[config.mk]
export PLATFORM = sky130hd
export DESIGN_NAME = nib_core_top
export DESIGN_NICKNAME = d
export VERILOG_FILES = /design/src/nib_pkg.sv /design/src/nib_alu.sv /design/src/nib_core_top.sv /design/src/nib_ctrl.sv /design/src/nib_decode.sv /design/src/nib_immdec.sv /design/src/nib_rf_if.sv /design/src/nib_state.sv
export SDC_FILE = /design/constraint.sdc
export NUM_CORES = 1
export LEC_CHECK = 0
export BUFFER_PORTS_ARGS = -buffer_cell sky130_fd_sc_hd__buf_4
export CAP_MARGIN = 20
export CORE_ASPECT_RATIO = 1.25
export CORE_MARGIN = 2
export CORE_UTILIZATION = 31
export CTS_BUF_LIST = sky130_fd_sc_hd__clkbuf_8
export DETAILED_ROUTE_END_ITERATION = 8
export MAX_ROUTING_LAYER = met4
export PLACE_DENSITY_LB_ADDON = 0.2
export SLEW_MARGIN = 20
export SYNTH_ARGS = -nofsm -noshare
export SYNTH_HDL_FRONTEND = slang
export SYNTH_SLANG_ARGS = --single-unit
export TNS_END_PERCENT = 5
[constraint.sdc]
create_clock -name clk -period 8.5 [get_ports clk]
set_clock_uncertainty 0.2 [all_clocks]
set_input_delay 1.7 -clock clk [delete_from_list [all_inputs] [get_ports clk]]
set_output_delay 1.7 -clock clk [all_outputs]
set_load 0.005 [all_outputs]
[src/nib_pkg.sv]
package nib_pkg;

   localparam int XLEN = 32;

   typedef logic [XLEN-1:0] word_t;
   typedef logic [4:0]      reg_addr_t;

   // Major opcodes kept by this core
   typedef enum logic [6:0] {
      OPC_OP     = 7'b0110011,
      OPC_OP_IMM = 7'b0010011,
      OPC_LUI    = 7'b0110111,
      OPC_AUIPC  = 7'b0010111,
      OPC_JAL    = 7'b1101111
   } opcode_e;

   typedef enum logic [2:0] {
      ALU_ADD = 3'd0,
      ALU_SUB = 3'd1,
      ALU_AND = 3'd2,
      ALU_OR  = 3'd3,
      ALU_XOR = 3'd4
   } alu_op_e;

   // Source of the rd write stream
   typedef enum logic [1:0] {
      RD_ALU = 2'd0,
      RD_IMM = 2'd1,
      RD_PC  = 2'd2
   } rd_sel_e;

   typedef enum logic [1:0] {
      IMM_I = 2'd0,
      IMM_U = 2'd1,
      IMM_J = 2'd2
   } imm_fmt_e;

endpackage

[src/nib_alu.sv]
`timescale 1ns/100ps

module nib_alu #(
   parameter int W = 4
) (
   input  logic             clk,
   input  logic             i_cnt_en,
   input  logic             i_cnt0,
   input  nib_pkg::alu_op_e i_alu_op,
   input  logic [W-1:0]     i_rs1,
   input  logic [W-1:0]     i_op_b,
   output logic [W-1:0]     o_rd
);

   logic         sub;
   logic         cin;
   logic         carry_q;
   logic [W-1:0] b_eff;
   logic [W:0]   sum;

   assign sub   = (i_alu_op == nib_pkg::ALU_SUB);
   assign b_eff = sub ? ~i_op_b : i_op_b;

   // Two's complement needs the +1 on the first nibble
   assign cin = i_cnt0 ? sub : carry_q;
   assign sum = {1'b0, i_rs1} + {1'b0, b_eff} + {{W{1'b0}}, cin};

   always_ff @(posedge clk) begin
      if (i_cnt_en) begin
         carry_q <= sum[W];
      end
   end

   always_comb begin
      case (i_alu_op)
         nib_pkg::ALU_AND: o_rd = i_rs1 & i_op_b;
         nib_pkg::ALU_OR:  o_rd = i_rs1 | i_op_b;
         nib_pkg::ALU_XOR: o_rd = i_rs1 ^ i_op_b;
         default:          o_rd = sum[W-1:0];
      endcase
   end

endmodule

[src/nib_core_top.sv]
`timescale 1ns/100ps

module nib_core_top #(
   parameter int             W        = 4,
   parameter nib_pkg::word_t RESET_PC = '0
) (
   input  logic               clk,
   input  logic               i_reset,
   input  nib_pkg::word_t     i_ibus_rdt,
   input  logic               i_ibus_ack,
   input  logic               i_rf_ready,
   input  logic [W-1:0]       i_rdata0,
   input  logic [W-1:0]       i_rdata1,
   output nib_pkg::word_t     o_ibus_adr,
   output logic               o_ibus_cyc,
   output logic               o_rf_rreq,
   output nib_pkg::reg_addr_t o_rreg0,
   output nib_pkg::reg_addr_t o_rreg1,
   output nib_pkg::reg_addr_t o_wreg0,
   output logic               o_wen0,
   output logic [W-1:0]       o_wdata0
);

   logic               cnt_en;
   logic               cnt0;
   logic               cnt_done;
   nib_pkg::alu_op_e   alu_op;
   logic               op_b_imm;
   nib_pkg::rd_sel_e   rd_sel;
   nib_pkg::imm_fmt_e  imm_fmt;
   logic               rd_write;
   logic               pc_rel_jump;
   logic               auipc;
   nib_pkg::reg_addr_t rs1_addr;
   nib_pkg::reg_addr_t rs2_addr;
   nib_pkg::reg_addr_t rd_addr;
   logic [W-1:0]       imm;
   logic [W-1:0]       op_b;
   logic [W-1:0]       alu_rd;
   logic [W-1:0]       pc_rd;

   // Second operand is the immediate for OP-IMM
   assign op_b = op_b_imm ? imm : i_rdata1;

   nib_state #(.W(W)) state_i (
      .clk        (clk),
      .i_reset    (i_reset),
      .i_ibus_ack (i_ibus_ack),
      .i_rf_ready (i_rf_ready),
      .o_ibus_cyc (o_ibus_cyc),
      .o_rf_rreq  (o_rf_rreq),
      .o_cnt_en   (cnt_en),
      .o_cnt0     (cnt0),
      .o_cnt_done (cnt_done)
   );

   nib_decode decode_i (
      .clk           (clk),
      .i_ibus_ack    (i_ibus_ack),
      .i_instr       (i_ibus_rdt),
      .o_alu_op      (alu_op),
      .o_op_b_imm    (op_b_imm),
      .o_rd_sel      (rd_sel),
      .o_imm_fmt     (imm_fmt),
      .o_rd_write    (rd_write),
      .o_pc_rel_jump (pc_rel_jump),
      .o_auipc       (auipc)
   );

   nib_immdec #(.W(W)) immdec_i (
      .clk        (clk),
      .i_ibus_ack (i_ibus_ack),
      .i_instr    (i_ibus_rdt),
      .i_imm_fmt  (imm_fmt),
      .i_cnt_en   (cnt_en),
      .o_rs1_addr (rs1_addr),
      .o_rs2_addr (rs2_addr),
      .o_rd_addr  (rd_addr),
      .o_imm      (imm)
   );

   nib_alu #(.W(W)) alu_i (
      .clk      (clk),
      .i_cnt_en (cnt_en),
      .i_cnt0   (cnt0),
      .i_alu_op (alu_op),
      .i_rs1    (i_rdata0),
      .i_op_b   (op_b),
      .o_rd     (alu_rd)
   );

   nib_ctrl #(.W(W), .RESET_PC(RESET_PC)) ctrl_i (
      .clk           (clk),
      .i_reset       (i_reset),
      .i_cnt_en      (cnt_en),
      .i_cnt0        (cnt0),
      .i_cnt_done    (cnt_done),
      .i_imm         (imm),
      .i_pc_rel_jump (pc_rel_jump),
      .i_auipc       (auipc),
      .o_ibus_adr    (o_ibus_adr),
      .o_rd          (pc_rd)
   );

   nib_rf_if #(.W(W)) rf_if_i (
      .i_cnt_en   (cnt_en),
      .i_rd_write (rd_write),
      .i_rd_sel   (rd_sel),
      .i_rs1_addr (rs1_addr),
      .i_rs2_addr (rs2_addr),
      .i_rd_addr  (rd_addr),
      .i_alu_rd   (alu_rd),
      .i_imm      (imm),
      .i_pc_rd    (pc_rd),
      .o_rreg0    (o_rreg0),
      .o_rreg1    (o_rreg1),
      .o_wreg0    (o_wreg0),
      .o_wen0     (o_wen0),
      .o_wdata0   (o_wdata0)
   );

endmodule

[src/nib_ctrl.sv]
`timescale 1ns/100ps

module nib_ctrl #(
   parameter int             W        = 4,
   parameter nib_pkg::word_t RESET_PC = '0
) (
   input  logic           clk,
   input  logic           i_reset,
   input  logic           i_cnt_en,
   input  logic           i_cnt0,
   input  logic           i_cnt_done,
   input  logic [W-1:0]   i_imm,
   input  logic           i_pc_rel_jump,
   input  logic           i_auipc,
   output nib_pkg::word_t o_ibus_adr,
   output logic [W-1:0]   o_rd
);

   localparam int             KW   = (W > 4) ? W : 4;
   localparam logic [KW-1:0]  FOUR = KW'(4);
   localparam int             XL   = nib_pkg::XLEN;

   nib_pkg::word_t pc_q;
   nib_pkg::word_t nxt_q;
   logic [KW-1:0]  four_q;
   logic [W-1:0]   add4_b;
   logic [W-1:0]   new_nib;
   logic [W:0]     sum4;
   logic [W:0]     sumi;
   logic           c4_q;
   logic           ci_q;

   // The constant 4 may fall in a later nibble for narrow W
   assign add4_b = i_cnt0 ? FOUR[W-1:0] : four_q[W-1:0];

   assign sum4 = {1'b0, pc_q[W-1:0]} + {1'b0, add4_b}
               + {{W{1'b0}}, (i_cnt0 ? 1'b0 : c4_q)};
   assign sumi = {1'b0, pc_q[W-1:0]} + {1'b0, i_imm}
               + {{W{1'b0}}, (i_cnt0 ? 1'b0 : ci_q)};

   assign new_nib = i_pc_rel_jump ? sumi[W-1:0] : sum4[W-1:0];
   assign o_rd    = i_auipc ? sumi[W-1:0] : sum4[W-1:0];

   always_ff @(posedge clk) begin
      if (i_cnt_en) begin
         c4_q   <= sum4[W];
         ci_q   <= sumi[W];
         four_q <= (i_cnt0 ? FOUR : four_q) >> W;
         nxt_q  <= {new_nib, nxt_q[XL-1:W]};
      end
   end

   // PC rotates while executing, then takes the collected next PC
   always_ff @(posedge clk) begin
      if (i_reset) begin
         pc_q <= RESET_PC;
      end else if (i_cnt_done) begin
         pc_q <= {new_nib, nxt_q[XL-1:W]};
      end else if (i_cnt_en) begin
         pc_q <= {pc_q[W-1:0], pc_q[XL-1:W]};
      end
   end

   assign o_ibus_adr = pc_q;

endmodule

[src/nib_decode.sv]
`timescale 1ns/100ps

module nib_decode (
   input  logic              clk,
   input  logic              i_ibus_ack,
   input  nib_pkg::word_t    i_instr,
   output nib_pkg::alu_op_e  o_alu_op,
   output logic              o_op_b_imm,
   output nib_pkg::rd_sel_e  o_rd_sel,
   output nib_pkg::imm_fmt_e o_imm_fmt,
   output logic              o_rd_write,
   output logic              o_pc_rel_jump,
   output logic              o_auipc
);

   logic [6:0] opcode_q;
   logic [2:0] funct3_q;
   logic       funct7b5_q;
   logic       alu_f3_ok;

   always_ff @(posedge clk) begin
      if (i_ibus_ack) begin
         opcode_q   <= i_instr[6:0];
         funct3_q   <= i_instr[14:12];
         funct7b5_q <= i_instr[30];
      end
   end

   always_comb begin
      o_alu_op      = nib_pkg::ALU_ADD;
      o_op_b_imm    = 1'b0;
      o_rd_sel      = nib_pkg::RD_ALU;
      o_imm_fmt     = nib_pkg::IMM_I;
      o_rd_write    = 1'b0;
      o_pc_rel_jump = 1'b0;
      o_auipc       = 1'b0;
      alu_f3_ok     = 1'b1;

      // Shifts and compares are not implemented
      case (funct3_q)
         3'b000: begin
            if (opcode_q == nib_pkg::OPC_OP && funct7b5_q) begin
               o_alu_op = nib_pkg::ALU_SUB;
            end
         end
         3'b100:  o_alu_op = nib_pkg::ALU_XOR;
         3'b110:  o_alu_op = nib_pkg::ALU_OR;
         3'b111:  o_alu_op = nib_pkg::ALU_AND;
         default: alu_f3_ok = 1'b0;
      endcase

      case (opcode_q)
         nib_pkg::OPC_OP: begin
            o_rd_write = alu_f3_ok;
         end
         nib_pkg::OPC_OP_IMM: begin
            o_op_b_imm = 1'b1;
            o_rd_write = alu_f3_ok;
         end
         nib_pkg::OPC_LUI: begin
            o_rd_sel   = nib_pkg::RD_IMM;
            o_imm_fmt  = nib_pkg::IMM_U;
            o_rd_write = 1'b1;
         end
         nib_pkg::OPC_AUIPC: begin
            o_rd_sel   = nib_pkg::RD_PC;
            o_imm_fmt  = nib_pkg::IMM_U;
            o_rd_write = 1'b1;
            o_auipc    = 1'b1;
         end
         nib_pkg::OPC_JAL: begin
            o_rd_sel      = nib_pkg::RD_PC;
            o_imm_fmt     = nib_pkg::IMM_J;
            o_rd_write    = 1'b1;
            o_pc_rel_jump = 1'b1;
         end
         default: ;
      endcase
   end

endmodule

[src/nib_immdec.sv]
`timescale 1ns/100ps

module nib_immdec #(
   parameter int W = 4
) (
   input  logic                clk,
   input  logic                i_ibus_ack,
   input  nib_pkg::word_t      i_instr,
   input  nib_pkg::imm_fmt_e   i_imm_fmt,
   input  logic                i_cnt_en,
   output nib_pkg::reg_addr_t  o_rs1_addr,
   output nib_pkg::reg_addr_t  o_rs2_addr,
   output nib_pkg::reg_addr_t  o_rd_addr,
   output logic [W-1:0]        o_imm
);

   logic [31:7]    instr_q;
   nib_pkg::word_t imm_full;
   nib_pkg::word_t imm_q;

   always_ff @(posedge clk) begin
      if (i_ibus_ack) begin
         instr_q <= i_instr[31:7];
      end
   end

   assign o_rd_addr  = instr_q[11:7];
   assign o_rs1_addr = instr_q[19:15];
   assign o_rs2_addr = instr_q[24:20];

   always_comb begin
      case (i_imm_fmt)
         nib_pkg::IMM_U: imm_full = {instr_q[31:12], 12'h000};
         nib_pkg::IMM_J: imm_full = {{12{instr_q[31]}}, instr_q[19:12], instr_q[20],
                                     instr_q[30:21], 1'b0};
         default:        imm_full = {{21{instr_q[31]}}, instr_q[30:20]};
      endcase
   end

   // Reloads between instructions, rotates out LSB first while executing
   always_ff @(posedge clk) begin
      if (i_cnt_en) begin
         imm_q <= {imm_q[W-1:0], imm_q[nib_pkg::XLEN-1:W]};
      end else begin
         imm_q <= imm_full;
      end
   end

   assign o_imm = imm_q[W-1:0];

endmodule

[src/nib_rf_if.sv]
`timescale 1ns/100ps

module nib_rf_if #(
   parameter int W = 4
) (
   input  logic               i_cnt_en,
   input  logic               i_rd_write,
   input  nib_pkg::rd_sel_e   i_rd_sel,
   input  nib_pkg::reg_addr_t i_rs1_addr,
   input  nib_pkg::reg_addr_t i_rs2_addr,
   input  nib_pkg::reg_addr_t i_rd_addr,
   input  logic [W-1:0]       i_alu_rd,
   input  logic [W-1:0]       i_imm,
   input  logic [W-1:0]       i_pc_rd,
   output nib_pkg::reg_addr_t o_rreg0,
   output nib_pkg::reg_addr_t o_rreg1,
   output nib_pkg::reg_addr_t o_wreg0,
   output logic               o_wen0,
   output logic [W-1:0]       o_wdata0
);

   assign o_rreg0 = i_rs1_addr;
   assign o_rreg1 = i_rs2_addr;
   assign o_wreg0 = i_rd_addr;

   // x0 is never written
   assign o_wen0 = i_cnt_en & i_rd_write & (|i_rd_addr);

   always_comb begin
      case (i_rd_sel)
         nib_pkg::RD_IMM: o_wdata0 = i_imm;
         nib_pkg::RD_PC:  o_wdata0 = i_pc_rd;
         default:         o_wdata0 = i_alu_rd;
      endcase
   end

endmodule

[src/nib_state.sv]
`timescale 1ns/100ps

module nib_state #(
   parameter int W = 4
) (
   input  logic clk,
   input  logic i_reset,
   input  logic i_ibus_ack,
   input  logic i_rf_ready,
   output logic o_ibus_cyc,
   output logic o_rf_rreq,
   output logic o_cnt_en,
   output logic o_cnt0,
   output logic o_cnt_done
);

   localparam int NCYC = 32 / W;
   localparam int CW   = $clog2(NCYC);

   typedef enum logic [1:0] {
      PH_FETCH,
      PH_RF_WAIT,
      PH_EXEC
   } phase_e;

   phase_e        phase_q;
   logic [CW-1:0] cnt_q;
   logic          cyc_q;
   logic          rreq_q;
   logic          fetch_done;

   assign fetch_done = cyc_q & i_ibus_ack;

   always_ff @(posedge clk) begin
      if (i_reset) begin
         phase_q <= PH_FETCH;
         cyc_q   <= 1'b0;
         rreq_q  <= 1'b0;
         cnt_q   <= '0;
      end else begin
         rreq_q <= 1'b0;
         case (phase_q)
            PH_FETCH: begin
               // Raise cyc on entry, drop it on the ack
               cyc_q <= !fetch_done;
               if (fetch_done) begin
                  rreq_q  <= 1'b1;
                  phase_q <= PH_RF_WAIT;
               end
            end
            PH_RF_WAIT: begin
               if (i_rf_ready) begin
                  phase_q <= PH_EXEC;
               end
            end
            PH_EXEC: begin
               // Wraps back to zero on the last nibble
               cnt_q <= cnt_q + 1'b1;
               if (o_cnt_done) begin
                  phase_q <= PH_FETCH;
                  cyc_q   <= 1'b1;
               end
            end
            default: phase_q <= PH_FETCH;
         endcase
      end
   end

   assign o_ibus_cyc = cyc_q;
   assign o_rf_rreq  = rreq_q;
   assign o_cnt_en   = (phase_q == PH_EXEC);
   assign o_cnt0     = o_cnt_en & (cnt_q == '0);
   assign o_cnt_done = o_cnt_en & (cnt_q == CW'(NCYC - 1));

   // Fetch and execute never overlap
   assert property (@(posedge clk) disable iff (i_reset) !(o_cnt_en && o_ibus_cyc));

   // Bus may only ack an open request
   assert property (@(posedge clk) disable iff (i_reset) i_ibus_ack |-> o_ibus_cyc);

endmodule

### Word level (Yosys, flattened, before mapping)

Cells that the tools add are included.

* eq/ne operators: 22
* multiplexer cells: 30
* add/subtract/negate cells: 7
* reductions and logical operators: 16
* bitwise operators: 10

Operators by type and width (number)
* $mux W32: 3
* $pmux W31 S2: 1
* $mux W4: 4
* $add A4 B4 Y5: 3
* $add A5 B1 Y5: 3
* $eq A3 B3 Y1 const B: 5
* $eq A7 B5 Y1 const B: 2
* $eq A7 B6 Y1 const B: 2
* $pmux W3 S4: 1
* $pmux W4 S3: 1
* $mux W1: 10
* $pmux W2 S2: 2
* $pmux W4 S2: 1
* $reduce_or A2 Y1: 4
* $eq A7 B7 Y1 const B: 1
* $eq A2 B1 Y1 const B: 3
* $eq A2 B2 Y1 const B: 3
* $eq A3 B2 Y1 const B: 2
* $logic_not A3 Y1: 2
* $mux W2: 3
* $pmux W2 S3: 1
* $and A1 B1 Y1: 5
* $reduce_or A5 Y1: 1
* $and A4 B4 Y4: 1
* 18 further kinds: 21

* bits of input ports: 44
* word-level logic and storage cells: 99
* register bits: 142
* output and inout port bits: 54

### Longest topological paths before layout

* depth after elaboration: 10
* gate-level depth with buffers: 11
* depth with buffers taken out: 11

### Cells and area by module

A second synthesis with hierarchy kept.

* cell total of the unflattened synthesis: 547
* area, all modules: 6311.1 µm²

Modules (own cells, without submodules)
* nib_ctrl: instances 1, area each 2683.8 µm², seq. area each 1541.5 µm², cells an instance 238
* nib_immdec: instances 1, area each 2044.5 µm², seq. area each 1391.3 µm², cells an instance 147
* nib_alu: instances 1, area each 513.0 µm², seq. area each 30.0 µm², cells an instance 58
* nib_decode: instances 1, area each 464.2 µm², seq. area each 330.3 µm², cells an instance 34
* nib_state: instances 1, area each 334.1 µm², seq. area each 140.1 µm², cells an instance 33
* nib_rf_if: instances 1, area each 226.5 µm², seq. area each 0.0 µm², cells an instance 33
* nib_core_top: instances 1, area each 45.0 µm², seq. area each 0.0 µm², cells an instance 4

### Least setup slack after synthesis

Ideal clock, no wire load.

* path type: input to output
* from: input port i_rdata1[0]
* to: output port o_wdata0[2]
* required time: 6600 ps
* buffers on the path: 0
* arrival time: 3278 ps
* stages on the path: 7
* path slack: 3322 ps
* path through: mux2i_1 -> xnor2_1 -> fa_1 -> fa_1 -> xor2_1 -> nand2_1 -> a32oi_1

* word-level cells in the longest chain between the ends: 7

RTL lines
* from (decl): RTL line nib_core_top.sv:13 `input logic [W-1:0] i_rdata1,`
* $mux W4 (*): RTL line nib_core_top.sv:43 `assign op_b = op_b_imm ? imm : i_rdata1;`
* $not A4 Y4: RTL line nib_alu.sv:22 `assign b_eff = sub ? ~i_op_b : i_op_b;`
* $mux W4 (*): RTL line nib_alu.sv:22
* $add A4 B4 Y5 (*): RTL line nib_alu.sv:26 `assign sum = {1'b0, i_rs1} + {1'b0, b_eff} + {{W{1'b0}}, cin};`
* $add A5 B1 Y5 (*): RTL line nib_alu.sv:26
* $pmux W4 S3 (*): RTL line nib_alu.sv:35 `case (i_alu_op)`
* $pmux W4 S2 (*): RTL line nib_rf_if.sv:30 `case (i_rd_sel)`
* to (decl): RTL line nib_core_top.sv:21 `output logic [W-1:0] o_wdata0`

Mark *: on every way between the ends. The rest lies on a longest branch, timed or not.

### Final worst setup path

Same ends and word-level chain as after synthesis.

==> summary.md <==
| Metric | Value |
|---|---|
| I/O Buffers | 97 |
| First-pass GRT wire length | 21,200 um |
| Post-synthesis net count | 603 |
| Largest net degree at the start of global routing | 106 |
| Period utilization | 65.1% |
| Synth-to-Final Area Change | 20.4% |
| Fillers | 1,886 |
| Delay-heaviest family, CP | adder cells |
| Die Area | 20,300 um^2 |
| Pwr/cell area | 203 nW/um^2 |
| Root Driver | clkbuf_8 |
| DR WL/cell | 15.7 um |
| Mapped Cells | 530 |
| CP Depth | 9 |
| RSZ-0062 raised after global routing | no |
| Initial antenna violation count | 0 |
| Final WL | 13,300 um |
| Post-synth top flop | dfxtp_1 |
| PostCTS Resize Cnt | 0 |
| Reg2reg setup slack | 5.25 ns |
| Reg2Reg Depth | 7 |
| Final Hold Vio Count | 0 |
| Core Util, Final | 38.2% |
| Post-CTS Hold Fix Bufs | 0 |
| Via density | 4.88 |
| Clock network power share | 38.5% |
| Postcts setup bufs | 0 |
| Worst-path fanout max | 3 |
| Seq/Total Area, Yosys | 55.7% |
| Peak supply drop | 0.000112 V |
| Min-Delay Path Depth | 2 |
| Core area | 18,800 um^2 |
| Post-DRT Antenna Nets | 0 |
| Min cycle time layout | 5.53 ns |
| Via count | 4,135 |
| Internal power | 1.10 mW |
| Post-Syn Area | 5950 um^2 |
| Yosys cell types | 54 |
| Deepest clock path buffer count | 2 |
| Leakage | 2.80 nW |
| Yosys synthesis warning count | 0 |
| Max-slew violation count | 0 |
| F_max | 181 MHz |
| Sum Neg Setup Slack | 0 ns |
| DRC viols | 0 |
| TritonCTS Buffers | 17 |
| Worst EP required | 6.60 ns |
| Switching power | 0.357 mW |
| DR iter-0 viols | 181 |
| Mapped Avg Cell Area | 11.2 um^2 |
| CTS tree | yes |
| Die W | 128 um |
| DP Wirelength | 9260 um |
| Post-synth EDFFs | 63 |
| Rows | 56 |
| Worst Path Buf+Inv | 2 |
| Share of post-route cells with drive strength above 1 | 22.7% |
| WP data arrival | 3.63 ns |
| Footprint of the multi-input gates | 2320 um^2 |
| Critical path cell sequence | buf_4 -> mux2i_1 -> xnor2_1 -> fa_1 -> fa_1 -> xor2_1 -> nand2_1 -> a32oi_1 -> buf_4 |
| Status | complete, no violations |
| Net Sw Frac | 24.5% |
| Final setup fails | 0 |
| Seq cells post-synth | 134 |
| Crit-path max cell delay | 0.45 ns |
| Combinational power share | 9.8% |
| Die Y | 159 um |
| Reg-to-Reg End | alu_i.carry_q$_DFFE_PP_ |
| Crit. End Element | output port |
| H-tree depth | 4 |
| CP max stage cell | fa_1 |
| Min-Delay Startpoint | immdec_i.imm_q[22]$_DFF_P_ |
| GRT Util Overall | 13.7% |
| Launch point of the worst reg-to-reg path | state_i.phase_q[1]$_SDFFE_PP0P_ |
| Startpoint Class | input port |
| Slew headroom | 29.1% |
| Max-Cap Viols | 0 |
| Share of flip-flops with an asynchronous set or reset | 0% |
| Critical path class | input port to output port |
| Top-Level Pins | 98 |
| CTS Sinks | 134 |
| Vias in the first global route | 4,059 |
| Worst Max-Slew Pin Slew | 1.06 ns |
| First-pass iteration count of the detailed router | 4 |
| Antenna cells | 0 |
| Clock transition at path regs | 0.08 ns |
| Tightest Hold Check Type | register to register |
| Sequential Power Share | 51.7% |
| Nets | 676 |
| FF+latch area | 3310 um^2 |
| Hold EP | immdec_i.imm_q[18]$_DFF_P_ |
| Initial core utilization | 31.7% |
| GRT Residual Overflow | 0 |
| Gpl congestion | 0.839 |
| Clk_lat worst skew | 0.44 ns |
[routing by layer]
layer  up-vias  GRT usage (%)  part of all wire [%]
met3        17           3.06                   3.5
met1      1945           16.9                    46
met4         0           5.00                   1.8
met2       104           22.0                    49
met5         -              -                     0
li1       2069              -                     -
[cells in the final DEF, fill, tap and decap left out, types with 6 or more instances in the layout]
cell,instances
nand3_1,9
a22o_1,11
clkbuf_8,19
nand2_1,46
mux2i_1,33
o21ai_0,20
a21oi_1,25
nand2b_1,6
ha_1,24
dfxtp_1,71
inv_1,23
edfxtp_1,63
nor2_1,39
a211oi_1,32
and3_1,7
buf_4,99
a22oi_1,11
[cells in the mapped netlist (all sizes together), types with 2 or more instances]
master | count | area [um^2]
nor2b | 5 | 31.3
a22o | 11 | 96.3
xor2 | 3 | 26.3
a21oi | 25 | 125
a21o | 5 | 37.5
nor2 | 39 | 146
nor4b | 3 | 47.5
buf | 27 | 171
and2 | 4 | 25.0
dfxtp | 71 | 1420
nand3 | 9 | 45.0
a22oi | 11 | 82.6
inv | 21 | 78.8
o211ai | 3 | 22.5
fa | 4 | 80.1
o21a | 2 | 15.0
a31oi | 4 | 25.0
nor3 | 3 | 15.0
xnor2 | 5 | 43.8
ha | 25 | 313
o21ai | 20 | 100
mux2i | 33 | 330
a32oi | 4 | 35.0
a211oi | 32 | 240
nand2 | 47 | 184
clkbuf | 18 | 67.6
a21boi | 2 | 15.0
nand2b | 7 | 51.3
edfxtp | 63 | 1890
and3 | 8 | 51.3
[area by class of cell]
class                           instances  area share (%)
Tap cell                              232            4.05
Clock buffer                           19            3.65
Multi-Input combinational cell        330            32.4
Timing Repair Buffer                   99            10.4
Sequential cell                       134            46.2
Inverter                               21            1.13
Clock inverter                         13            2.18
[flip-flops by register name, summed over array words and instances (netlist names)]
signal              flops
ctrl_i.o_ibus_adr      32
decode_i.opcode_q       7
alu_i.carry_q           1
state_i.o_rf_rreq       1
ctrl_i.c4_q             1
state_i.phase_q         2
ctrl_i.nxt_q           28
ctrl_i.ci_q             1
immdec_i.imm_q         32
state_i.cnt_q           3
state_i.o_ibus_cyc      1
immdec_i.instr_q       25
[power by group through the flow]
stage                     logic [mW]  registers [mW]  clock network, mW
after CTS                      0.144           0.752              0.580
final                          0.142           0.751              0.560
after detailed placement       0.144           0.766                  0
after global routing           0.159           0.756              0.605
after floorplan               0.0905           0.752                  0
after global placement         0.141           0.765                  0
[kinds of logic after synthesis]
group	share of synthesized area, %
and+or+nand+nor	11.3
adders and majority gates	6.60
AOI/OAI and AO/OA	14.2
xor gates and xnor gates	1.18
DFF	55.7
buffers and inverters	5.34
muxes	5.74
[worst register-to-register path, cell delays in order, from the launching register on]
cell	delay (ns)
dfxtp_1	0.42
nand2b_1	0.36
nor3b_2	0.48
mux2_2	0.39
fa_1	0.41
fa_1	0.41
a21o_1	0.18
a21o_1	0.17
[through the flow]
step	instances	hold slack [ns]	power (mW)	setup slack (ns)	instance area (um^2)
4_1_cts	848	0.231	1.48	2.95	7170
6_report	848	0.222	1.45	2.97	7170
3_3_place_gp	816	0.202	0.906	3.01	6750
3_5_place_dp	816	0.213	0.910	2.97	6750
5_1_grt	848	0.246	1.52	2.87	7170
2_1_floorplan	530	0.192	0.842	3.32	5950
[worst max path at each step]
stage,from,to,slack (ns)
detailed placement,i_rdata1[0],o_wdata0[2],2.97
global placement,i_rdata1[0],o_wdata0[2],3.01
CTS,i_rdata1[0],o_wdata0[2],2.95
finish,i_rdata1[0],o_wdata0[2],2.97
global route,i_rdata1[0],o_wdata0[2],2.87
floorplan,i_rdata1[0],o_wdata0[2],3.32
Power figures use the tool's default switching activity.
